<file path="src/mc_cpu_pkg.sv">
package mc_cpu_pkg;

    localparam int XLEN   = 32;
    localparam int REG_AW = 5;

    typedef enum logic [3:0] {
        ALU_ADD,
        ALU_SUB,
        ALU_SLT,
        ALU_SLTU,
        ALU_AND,
        ALU_NOR,
        ALU_OR,
        ALU_XOR,
        ALU_SLL,
        ALU_SRL,
        ALU_SRA,
        ALU_LUI
    } alu_op_e;

    typedef enum logic [2:0] {
        FETCH,
        DECODE,
        EXEC,
        MEM,
        WB
    } cpu_state_e;

    typedef enum logic [2:0] {
        BR_NONE,
        BR_B,
        BR_BL,
        BR_BEQ,
        BR_BNE,
        BR_JIRL
    } br_kind_e;

    typedef struct packed {
        alu_op_e             alu_op;
        br_kind_e            br_kind;
        logic                src1_is_pc;    // link value uses pc as the first operand.
        logic                src2_is_imm;
        logic                is_load;
        logic                is_store;
        logic                gr_we;
        logic [REG_AW-1:0]   dest;
        logic [REG_AW-1:0]   rf_raddr1;
        logic [REG_AW-1:0]   rf_raddr2;
        logic [XLEN-1:0]     imm;
        logic [XLEN-1:0]     br_offs;
    } decoded_inst_t;

    typedef struct packed {
        logic [XLEN-1:0]     pc;
        logic [REG_AW-1:0]   rf_wnum;
        logic [XLEN-1:0]     rf_wdata;
    } wb_trace_t;

endpackage

</file>
<file path="src/alu.sv">
`timescale 1ns/1ps

module alu (
    input  mc_cpu_pkg::alu_op_e         alu_op,
    input  logic [mc_cpu_pkg::XLEN-1:0] src1,
    input  logic [mc_cpu_pkg::XLEN-1:0] src2,
    output logic [mc_cpu_pkg::XLEN-1:0] result
);
    import mc_cpu_pkg::*;

    logic [4:0]      shamt;
    logic [XLEN-1:0] sum;
    logic [XLEN-1:0] diff;

    assign shamt = src2[4:0];
    assign sum   = src1 + src2;
    assign diff  = src1 - src2;

    always_comb begin
        case (alu_op)
            ALU_ADD:  result = sum;
            ALU_SUB:  result = diff;
            ALU_SLT:  result = {31'b0, $signed(src1) < $signed(src2)};
            ALU_SLTU: result = {31'b0, src1 < src2};
            ALU_AND:  result = src1 & src2;
            ALU_NOR:  result = ~(src1 | src2);
            ALU_OR:   result = src1 | src2;
            ALU_XOR:  result = src1 ^ src2;
            ALU_SLL:  result = src1 << shamt;
            ALU_SRL:  result = src1 >> shamt;
            ALU_SRA:  result = $unsigned($signed(src1) >>> shamt);
            ALU_LUI:  result = src2;    // the decoder has already shifted si20.
            default:  result = sum;
        endcase
    end

endmodule

</file>
<file path="src/cpu_ctrl.sv">
`timescale 1ns/1ps

module cpu_ctrl (
    input  logic                      clk,
    input  logic                      reset,
    input  mc_cpu_pkg::decoded_inst_t dec,
    output mc_cpu_pkg::cpu_state_e    state
);
    import mc_cpu_pkg::*;

    cpu_state_e next_state;
    logic       load_q;
    logic       store_q;
    logic       is_jump_only;

    // these branches finish in decode because they write no register.
    assign is_jump_only = (dec.br_kind == BR_B) ||
                          (dec.br_kind == BR_BEQ) ||
                          (dec.br_kind == BR_BNE);

    always_ff @(posedge clk) begin
        if (reset) begin
            state <= FETCH;
        end else begin
            state <= next_state;
        end
    end

    // the instruction word is gone after decode, so keep the memory bits here.
    always_ff @(posedge clk) begin
        if (reset) begin
            load_q  <= 1'b0;
            store_q <= 1'b0;
        end else if (state == DECODE) begin
            load_q  <= dec.is_load;
            store_q <= dec.is_store;
        end
    end

    always_comb begin
        next_state = state;
        case (state)
            FETCH: begin
                next_state = DECODE;
            end
            DECODE: begin
                if (is_jump_only) begin
                    next_state = FETCH;
                end else begin
                    next_state = EXEC;
                end
            end
            EXEC: begin
                if (load_q || store_q) begin
                    next_state = MEM;
                end else begin
                    next_state = WB;
                end
            end
            MEM: begin
                if (load_q) begin
                    next_state = WB;    // load data shows up one cycle later.
                end else begin
                    next_state = FETCH;
                end
            end
            WB: begin
                next_state = FETCH;
            end
            default: begin
                next_state = FETCH;
            end
        endcase
    end

endmodule

</file>
<file path="src/exec_stage.sv">
`timescale 1ns/1ps

module exec_stage (
    input  logic                          clk,
    input  logic                          reset,
    input  mc_cpu_pkg::cpu_state_e        state,
    input  mc_cpu_pkg::decoded_inst_t     dec,
    input  logic [mc_cpu_pkg::XLEN-1:0]   rj_value,
    input  logic [mc_cpu_pkg::XLEN-1:0]   rkd_value,
    input  logic [mc_cpu_pkg::XLEN-1:0]   inst_pc,
    input  logic [mc_cpu_pkg::XLEN-1:0]   data_sram_rdata,
    output logic                          data_sram_we,
    output logic [mc_cpu_pkg::XLEN-1:0]   data_sram_addr,
    output logic [mc_cpu_pkg::XLEN-1:0]   data_sram_wdata,
    output logic                          rf_we,
    output logic [mc_cpu_pkg::REG_AW-1:0] rf_waddr,
    output logic [mc_cpu_pkg::XLEN-1:0]   rf_wdata,
    output mc_cpu_pkg::wb_trace_t         trace
);
    import mc_cpu_pkg::*;

    decoded_inst_t   dec_q;
    logic [XLEN-1:0] rj_q;
    logic [XLEN-1:0] rkd_q;
    logic [XLEN-1:0] alu_src1;
    logic [XLEN-1:0] alu_src2;
    logic [XLEN-1:0] alu_result;
    logic [XLEN-1:0] result_q;

    // the decoded fields must outlive the instruction SRAM output.
    always_ff @(posedge clk) begin
        if (reset) begin
            dec_q <= '0;
        end else if (state == DECODE) begin
            dec_q <= dec;
        end
    end

    always_ff @(posedge clk) begin
        if (state == DECODE) begin
            rj_q  <= rj_value;
            rkd_q <= rkd_value;
        end
    end

    assign alu_src1 = dec_q.src1_is_pc ? inst_pc : rj_q;
    assign alu_src2 = dec_q.src2_is_imm ? dec_q.imm : rkd_q;

    alu alu_i (
        .alu_op (dec_q.alu_op),
        .src1   (alu_src1),
        .src2   (alu_src2),
        .result (alu_result)
    );

    always_ff @(posedge clk) begin
        if (state == EXEC) begin
            result_q <= alu_result;
        end
    end

    assign data_sram_we    = (state == MEM) && dec_q.is_store;
    assign data_sram_addr  = result_q;    // held through WB so the load data lines up.
    assign data_sram_wdata = rkd_q;

    assign rf_we    = (state == WB) && dec_q.gr_we;
    assign rf_waddr = dec_q.dest;
    assign rf_wdata = dec_q.is_load ? data_sram_rdata : result_q;

    assign trace.pc       = inst_pc;
    assign trace.rf_wnum  = rf_waddr;
    assign trace.rf_wdata = rf_wdata;

endmodule

</file>
<file path="src/inst_decode.sv">
`timescale 1ns/1ps

module inst_decode (
    input  logic [mc_cpu_pkg::XLEN-1:0] inst,
    output mc_cpu_pkg::decoded_inst_t   dec
);
    import mc_cpu_pkg::*;

    logic [5:0]  op_31_26;
    logic [3:0]  op_25_22;
    logic [1:0]  op_21_20;
    logic [4:0]  op_19_15;
    logic [4:0]  rd;
    logic [4:0]  rj;
    logic [4:0]  rk;
    logic [11:0] i12;
    logic [19:0] i20;
    logic [15:0] i16;
    logic [25:0] i26;
    logic        is_3r;
    logic        is_shift;
    logic        inst_add_w, inst_sub_w, inst_slt, inst_sltu;
    logic        inst_nor, inst_and, inst_or, inst_xor;
    logic        inst_slli_w, inst_srli_w, inst_srai_w;
    logic        inst_addi_w, inst_lu12i_w, inst_ld_w, inst_st_w;
    logic        inst_b, inst_bl, inst_beq, inst_bne, inst_jirl;
    logic        known;

    assign op_31_26 = inst[31:26];
    assign op_25_22 = inst[25:22];
    assign op_21_20 = inst[21:20];
    assign op_19_15 = inst[19:15];
    assign rd       = inst[4:0];
    assign rj       = inst[9:5];
    assign rk       = inst[14:10];
    assign i12      = inst[21:10];
    assign i20      = inst[24:5];
    assign i16      = inst[25:10];
    assign i26      = {inst[9:0], inst[25:10]};  // offs[25:16] sits in the low bits.

    assign is_3r    = (op_31_26 == 6'h00) && (op_25_22 == 4'h0) && (op_21_20 == 2'h1);
    assign is_shift = (op_31_26 == 6'h00) && (op_25_22 == 4'h1) && (op_21_20 == 2'h0);

    assign inst_add_w   = is_3r && (op_19_15 == 5'h00);
    assign inst_sub_w   = is_3r && (op_19_15 == 5'h02);
    assign inst_slt     = is_3r && (op_19_15 == 5'h04);
    assign inst_sltu    = is_3r && (op_19_15 == 5'h05);
    assign inst_nor     = is_3r && (op_19_15 == 5'h08);
    assign inst_and     = is_3r && (op_19_15 == 5'h09);
    assign inst_or      = is_3r && (op_19_15 == 5'h0a);
    assign inst_xor     = is_3r && (op_19_15 == 5'h0b);
    assign inst_slli_w  = is_shift && (op_19_15 == 5'h01);
    assign inst_srli_w  = is_shift && (op_19_15 == 5'h09);
    assign inst_srai_w  = is_shift && (op_19_15 == 5'h11);
    assign inst_addi_w  = (op_31_26 == 6'h00) && (op_25_22 == 4'ha);
    assign inst_lu12i_w = (op_31_26 == 6'h05) && !inst[25];
    assign inst_ld_w    = (op_31_26 == 6'h0a) && (op_25_22 == 4'h2);
    assign inst_st_w    = (op_31_26 == 6'h0a) && (op_25_22 == 4'h6);
    assign inst_jirl    = (op_31_26 == 6'h13);
    assign inst_b       = (op_31_26 == 6'h14);
    assign inst_bl      = (op_31_26 == 6'h15);
    assign inst_beq     = (op_31_26 == 6'h16);
    assign inst_bne     = (op_31_26 == 6'h17);

    assign known = inst_add_w | inst_sub_w | inst_slt | inst_sltu | inst_nor | inst_and |
                   inst_or | inst_xor | inst_slli_w | inst_srli_w | inst_srai_w |
                   inst_addi_w | inst_lu12i_w | inst_ld_w | inst_st_w |
                   inst_b | inst_bl | inst_beq | inst_bne | inst_jirl;

    always_comb begin
        dec = '0;
        dec.alu_op = ALU_ADD;    // also the address and link adder.
        case (1'b1)
            inst_sub_w:   dec.alu_op = ALU_SUB;
            inst_slt:     dec.alu_op = ALU_SLT;
            inst_sltu:    dec.alu_op = ALU_SLTU;
            inst_and:     dec.alu_op = ALU_AND;
            inst_nor:     dec.alu_op = ALU_NOR;
            inst_or:      dec.alu_op = ALU_OR;
            inst_xor:     dec.alu_op = ALU_XOR;
            inst_slli_w:  dec.alu_op = ALU_SLL;
            inst_srli_w:  dec.alu_op = ALU_SRL;
            inst_srai_w:  dec.alu_op = ALU_SRA;
            inst_lu12i_w: dec.alu_op = ALU_LUI;
            default:      dec.alu_op = ALU_ADD;
        endcase

        dec.br_kind = BR_NONE;
        case (1'b1)
            inst_b:    dec.br_kind = BR_B;
            inst_bl:   dec.br_kind = BR_BL;
            inst_beq:  dec.br_kind = BR_BEQ;
            inst_bne:  dec.br_kind = BR_BNE;
            inst_jirl: dec.br_kind = BR_JIRL;
            default:   dec.br_kind = BR_NONE;
        endcase

        dec.src1_is_pc  = inst_bl | inst_jirl;
        dec.src2_is_imm = inst_slli_w | inst_srli_w | inst_srai_w | inst_addi_w |
                          inst_lu12i_w | inst_ld_w | inst_st_w | inst_bl | inst_jirl;
        dec.is_load     = inst_ld_w;
        dec.is_store    = inst_st_w;
        dec.gr_we       = known & ~(inst_st_w | inst_b | inst_beq | inst_bne);
        dec.dest        = inst_bl ? 5'd1 : rd;
        dec.rf_raddr1   = rj;
        dec.rf_raddr2   = (inst_beq | inst_bne | inst_st_w) ? rd : rk;

        if (inst_bl || inst_jirl) begin
            dec.imm = 32'd4;
        end else if (inst_lu12i_w) begin
            dec.imm = {i20, 12'b0};
        end else if (inst_slli_w || inst_srli_w || inst_srai_w) begin
            dec.imm = {27'b0, rk};    // ui5 shares the rk field.
        end else begin
            dec.imm = {{20{i12[11]}}, i12};
        end

        if (inst_b || inst_bl) begin
            dec.br_offs = {{4{i26[25]}}, i26, 2'b0};
        end else begin
            dec.br_offs = {{14{i16[15]}}, i16, 2'b0};
        end
    end

endmodule

</file>
<file path="src/mc_cpu_top.sv">
`timescale 1ns/1ps

module mc_cpu_top #(
    parameter logic [mc_cpu_pkg::XLEN-1:0] RESET_PC = 32'h1c00_0000
) (
    input  logic                          clk,
    input  logic                          reset,
    output logic [mc_cpu_pkg::XLEN-1:0]   inst_sram_addr,
    input  logic [mc_cpu_pkg::XLEN-1:0]   inst_sram_rdata,
    output logic                          data_sram_we,
    output logic [mc_cpu_pkg::XLEN-1:0]   data_sram_addr,
    output logic [mc_cpu_pkg::XLEN-1:0]   data_sram_wdata,
    input  logic [mc_cpu_pkg::XLEN-1:0]   data_sram_rdata,
    output logic [mc_cpu_pkg::XLEN-1:0]   debug_wb_pc,
    output logic [3:0]                    debug_wb_rf_we,
    output logic [mc_cpu_pkg::REG_AW-1:0] debug_wb_rf_wnum,
    output logic [mc_cpu_pkg::XLEN-1:0]   debug_wb_rf_wdata
);
    import mc_cpu_pkg::*;

    cpu_state_e      state;
    decoded_inst_t   dec;
    wb_trace_t       trace;
    logic [XLEN-1:0] rj_value;
    logic [XLEN-1:0] rkd_value;
    logic [XLEN-1:0] inst_pc;
    logic            rf_we;
    logic [REG_AW-1:0] rf_waddr;
    logic [XLEN-1:0] rf_wdata;

    cpu_ctrl cpu_ctrl_i (
        .clk   (clk),
        .reset (reset),
        .dec   (dec),
        .state (state)
    );

    inst_decode inst_decode_i (
        .inst (inst_sram_rdata),
        .dec  (dec)
    );

    regfile regfile_i (
        .clk    (clk),
        .raddr1 (dec.rf_raddr1),
        .raddr2 (dec.rf_raddr2),
        .rdata1 (rj_value),
        .rdata2 (rkd_value),
        .we     (rf_we),
        .waddr  (rf_waddr),
        .wdata  (rf_wdata)
    );

    pc_unit #(
        .RESET_PC (RESET_PC)
    ) pc_unit_i (
        .clk       (clk),
        .reset     (reset),
        .state     (state),
        .dec       (dec),
        .rj_value  (rj_value),
        .rkd_value (rkd_value),
        .pc        (inst_sram_addr),    // the fetch address is the pc itself.
        .inst_pc   (inst_pc)
    );

    exec_stage exec_stage_i (
        .clk             (clk),
        .reset           (reset),
        .state           (state),
        .dec             (dec),
        .rj_value        (rj_value),
        .rkd_value       (rkd_value),
        .inst_pc         (inst_pc),
        .data_sram_rdata (data_sram_rdata),
        .data_sram_we    (data_sram_we),
        .data_sram_addr  (data_sram_addr),
        .data_sram_wdata (data_sram_wdata),
        .rf_we           (rf_we),
        .rf_waddr        (rf_waddr),
        .rf_wdata        (rf_wdata),
        .trace           (trace)
    );

    assign debug_wb_pc       = trace.pc;
    assign debug_wb_rf_we    = {4{rf_we}};
    assign debug_wb_rf_wnum  = trace.rf_wnum;
    assign debug_wb_rf_wdata = trace.rf_wdata;

endmodule

</file>
<file path="src/pc_unit.sv">
`timescale 1ns/1ps

module pc_unit #(
    parameter logic [mc_cpu_pkg::XLEN-1:0] RESET_PC = 32'h1c00_0000
) (
    input  logic                        clk,
    input  logic                        reset,
    input  mc_cpu_pkg::cpu_state_e      state,
    input  mc_cpu_pkg::decoded_inst_t   dec,
    input  logic [mc_cpu_pkg::XLEN-1:0] rj_value,
    input  logic [mc_cpu_pkg::XLEN-1:0] rkd_value,
    output logic [mc_cpu_pkg::XLEN-1:0] pc,
    output logic [mc_cpu_pkg::XLEN-1:0] inst_pc
);
    import mc_cpu_pkg::*;

    logic            br_taken;
    logic [XLEN-1:0] br_target;

    always_comb begin
        case (dec.br_kind)
            BR_B, BR_BL, BR_JIRL: br_taken = 1'b1;
            BR_BEQ:               br_taken = (rj_value == rkd_value);
            BR_BNE:               br_taken = (rj_value != rkd_value);
            default:              br_taken = 1'b0;
        endcase
    end

    assign br_target = (dec.br_kind == BR_JIRL) ? rj_value + dec.br_offs
                                                : inst_pc + dec.br_offs;

    always_ff @(posedge clk) begin
        if (reset) begin
            pc      <= RESET_PC;
            inst_pc <= RESET_PC;
        end else begin
            if (state == FETCH) begin
                inst_pc <= pc;    // held for the trace until the next fetch.
            end
            if (state == DECODE) begin
                pc <= br_taken ? br_target : inst_pc + 32'd4;
            end
        end
    end

endmodule

</file>
<file path="src/regfile.sv">
`timescale 1ns/1ps

module regfile (
    input  logic                          clk,
    input  logic [mc_cpu_pkg::REG_AW-1:0] raddr1,
    input  logic [mc_cpu_pkg::REG_AW-1:0] raddr2,
    output logic [mc_cpu_pkg::XLEN-1:0]   rdata1,
    output logic [mc_cpu_pkg::XLEN-1:0]   rdata2,
    input  logic                          we,
    input  logic [mc_cpu_pkg::REG_AW-1:0] waddr,
    input  logic [mc_cpu_pkg::XLEN-1:0]   wdata
);
    import mc_cpu_pkg::*;

    logic [XLEN-1:0] rf [2**REG_AW];

    always_ff @(posedge clk) begin
        if (we && (waddr != '0)) begin
            rf[waddr] <= wdata;
        end
    end

    // r0 reads as zero whatever the array holds.
    assign rdata1 = (raddr1 == '0) ? '0 : rf[raddr1];
    assign rdata2 = (raddr2 == '0) ? '0 : rf[raddr2];

endmodule
</file>
<file path="config.mk">
export PLATFORM = sky130hd
export DESIGN_NAME = mc_cpu_top
export DESIGN_NICKNAME = d
export VERILOG_FILES = /design/src/mc_cpu_pkg.sv /design/src/alu.sv /design/src/cpu_ctrl.sv /design/src/exec_stage.sv /design/src/inst_decode.sv /design/src/mc_cpu_top.sv /design/src/pc_unit.sv /design/src/regfile.sv
export SDC_FILE = /design/constraint.sdc
export NUM_CORES = 2
export LEC_CHECK = 0
export BUFFER_PORTS_ARGS = -buffer_cell sky130_fd_sc_hd__buf_2
export CORE_ASPECT_RATIO = 0.5
export CORE_MARGIN = 10
export CORE_UTILIZATION = 25
export DETAILED_ROUTE_END_ITERATION = 10
export PLACE_DENSITY = 0.43
export SKIP_CTS_REPAIR_TIMING = 1
export SLEW_MARGIN = 30
export SYNTH_ARGS = -nofsm -noshare
export SYNTH_HDL_FRONTEND = slang
export SYNTH_SLANG_ARGS = --single-unit
</file>
<file path="constraint.sdc">
create_clock -name clk -period 18.25 [get_ports clk]
set_clock_uncertainty 0.05 [all_clocks]
set_input_delay 4.5625 -clock clk [delete_from_list [all_inputs] [get_ports clk]]
set_output_delay 4.5625 -clock clk [all_outputs]
set_load 0.05 [all_outputs]
</file>
==> results by group <==
Status
  • Status: complete, no violations

Cells and area
  • # fillers: 28020
  • Fin nets: 5954
  • Area of the multi-input gates: 30870 um2
  • Share of cells above drive strength 1: 0.2003
  • Area grow syn2layout: 15.25%
  • Fin area: 79320 um2
  • Register area: 35900 um2

Detailed routing
  • Via count: 52430
  • Final wirelength: 314800 um
  • Starting DRT DRC Count: 6262
  • Post-route ant nets: 0
  • TritonRoute pass-1 iters: 5
  • Detailed-route DRC error count: 0
  • Via/cell ratio: 5.503
  • Routed WL per cell: 33.05 um

Die
  • DIE WIDTH: 762.0 um
  • Cell Rows: 136
  • Core Area: 274300 um2
  • Die height: 391.0 um
  • Die area: 298000 um2
  • Initial cell density of the core: 0.2509
  • Ports: 236

CTS
  • Max Root-Sink Buffers: 3
  • Clock Sinks: 1233
  • CTS tree: yes
  • Clk_lat worst skew: 0.81 ns
  • CTS Buf Count: 140
  • Root buf cell: clkbuf_16
  • H-tree Lvls: 4
  • Worst-path clk slew: 0.06 ns

Synth
  • Gate Count Post-Synth: 5599
  • Top FF cell, synth: edfxtp_1
  • Count of state elements after synthesis: 1233
  • Synth area leaders: edfxtp_1 49%, mux4_2 10%, mux2i_1 6.1%, nand2_1 3.5%, dfxtp_1 3.3%
  • Post-synth ARST share: 0
  • Sequential-to-total area share from yosys stat: 0.5215
  • Yosys Warn Count: 0
  • Synth unique cells: 98
  • Synth top cells by count: 1120 x edfxtp_1, 646 x nand2_1, 421 x mux2i_1, 342 x nor2_1, 320 x mux4_2
  • Post-synth EDFFs: 1120
  • Area share of the largest cell type after synthesis: 0.4887
  • Syn Area/Cell: 12.29 um2
  • Most frequent cell after synthesis: edfxtp_1
  • Synth area leader: edfxtp_1
  • Mapped Area: 68820 um2

Critical path
  • Crit Path Class: input port to flip-flop
  • Reg-to-reg setup timing slack: 11.65 ns
  • Setup crit end kind: flip-flop
  • Crit start category: input port
  • Worst Path Arrival: 12.04 ns
  • CP Max Fanout: 116
  • WP data required: 18.87 ns

Pwr
  • Lkg Pwr: 27.36 nW
  • Power Density: 97.25 nW/um2
  • Maximum vdd drop: 72.99 uV

Place
  • IO Port Bufs: 235
  • Post-DP HPWL: 207300 um
  • Post-placement cell area: 74810 um2
  • Placer congestion estimate: 0.9335

Timing
  • Worst-Margin Slew: 1.057 ns
  • Max Fclk: 87.59 MHz
  • Fin crit share: 0.6256
  • Setup TNS: 0 ns
  • Final Max Slew Viols: 0
  • Final Hold Vio Count: 0
  • Tmin final: 11.42 ns
  • Endpoints failing setup: 0
  • Slew Limit Headroom: 0.2952
  • RSZ-0062 raised after global routing: no

Hold path
  • Min-Delay Path Class: flip-flop to flip-flop

Global routing
  • Grt total ovfl: 0
  • Global-route wire length before repair: 430000 um
  • Global Route Usage Sum: 0.2024
  • Number of global-route vias before repair: 50870
  • Largest net degree at the start of global routing: 117
  • Antenna violations before repair: 24

Run
  • Max_cap viols: 0
registers in the layout (all words and copies together) (netlist names):
| name | count |
|---|---|
| exec_stage_i.data_sram_addr | 32 |
| pc_unit_i.inst_pc | 32 |
| cpu_ctrl_i.state | 3 |
| exec_stage_i.data_sram_wdata | 32 |
| exec_stage_i.rf_waddr | 5 |
| pc_unit_i.pc | 32 |
| exec_stage_i.rj_q | 32 |
| exec_stage_i.dec_q | 41 |
| regfile_i.rf | 1024 |
per-layer routing:
layer	wire, um	GRT usage
met1	129500	0.2617
met2	146200	0.3293
met3	23470	0.03868
met4	15650	0.09058
met5	65	0
final cells by class:
type	instances	area share
clock buffer	171	0.04616
sequential	1233	0.4526
clock inverter	78	0.01040
antenna	8	0.0002524
inverter	177	0.008408
tap	3657	0.05769
timing repair buffer	421	0.03527
multi-input combinational	3782	0.3892
metrics by stage:
step | std cells | utilization | total power [mW] | hold WS [ns] | setup slack, ns
2_1_floorplan | 5630 | - | 4.263 | 0.3785 | 7.863
5_1_grt | 9523 | 0.2891 | 7.968 | 0.4201 | 6.819
3_3_place_gp | 9264 | 0.2720 | 4.905 | 0.3852 | 6.459
3_5_place_dp | 9270 | 0.2727 | 4.900 | 0.3912 | 6.269
4_1_cts | 9519 | 0.2891 | 7.743 | 0.4009 | 7.112
6_report | 9527 | 0.2892 | 7.714 | 0.4004 | 6.834
layout by cell type (no fill, tap or decap), types with 33 or more instances in the layout:
cell / n
edfxtp_1: 1120
nand2_1: 643
mux2i_1: 406
mux4_2: 320
nor2_1: 301
a21oi_1: 278
buf_2: 229
o21ai_0: 175
inv_1: 173
buf_4: 173
nand3_1: 164
clkbuf_16: 141
ha_1: 130
mux2_2: 128
dfxtp_1: 110
o211ai_1: 107
o2111ai_1: 64
and3_1: 59
a211oi_1: 59
xnor2_1: 53
a22oi_1: 52
o22ai_1: 50
nor3_1: 45
nand4_1: 44
a21o_1: 37
nor2_4: 34
xor2_1: 34
clkinv_1: 33
final timing paths:
check / endpoint / startpoint / depth (start not counted)
setup / recovery: pc_unit_i.pc[9] / inst_sram_rdata[27] / 20
hold / removal: exec_stage_i.dec_q[48] / exec_stage_i.dec_q[48] / 2
setup reg to reg: exec_stage_i.data_sram_addr[31] / exec_stage_i.dec_q[82] / 19
hold reg to reg: exec_stage_i.dec_q[48] / exec_stage_i.dec_q[48] / 2
critical path, stage by stage:
cell and delay [ns]:
buf_2 0.26, nor3b_2 0.40, and4_4 0.63, buf_4 0.51
o211ai_1 0.33, buf_12 0.36, buf_12 0.38, nand2_1 0.74
o22ai_1 0.18, a2111oi_0 0.81, a22oi_1 0.38, xor2_1 0.27
nand4_1 0.15, nor4_1 0.33, buf_4 0.23, a311oi_1 0.14
o21ai_2 0.18, buf_4 0.36, a211oi_1 0.13, a2111oi_0 0.37
power by group:
part	switching, mW	internal [mW]
registers	0.0593	3.16
clock network	1.23	1.62
logic	1.16	0.496
total	2.44	5.27
cell families (layout without fill, tap and decap cells):
logic type,Yosys count,after routing,synth area share
muxes,894,894,0.1910
and+or+nand+nor,1461,1461,0.09484
buffers and inverters,615,847,0.03847
other,1,40,0.00005449
adders and majority gates,133,133,0.02451
AOI/OAI and AO/OA,1175,1175,0.1185
DFF,1233,1233,0.5215
xor gates and xnor gates,87,87,0.01107
(Power assumes the default switching activity.)
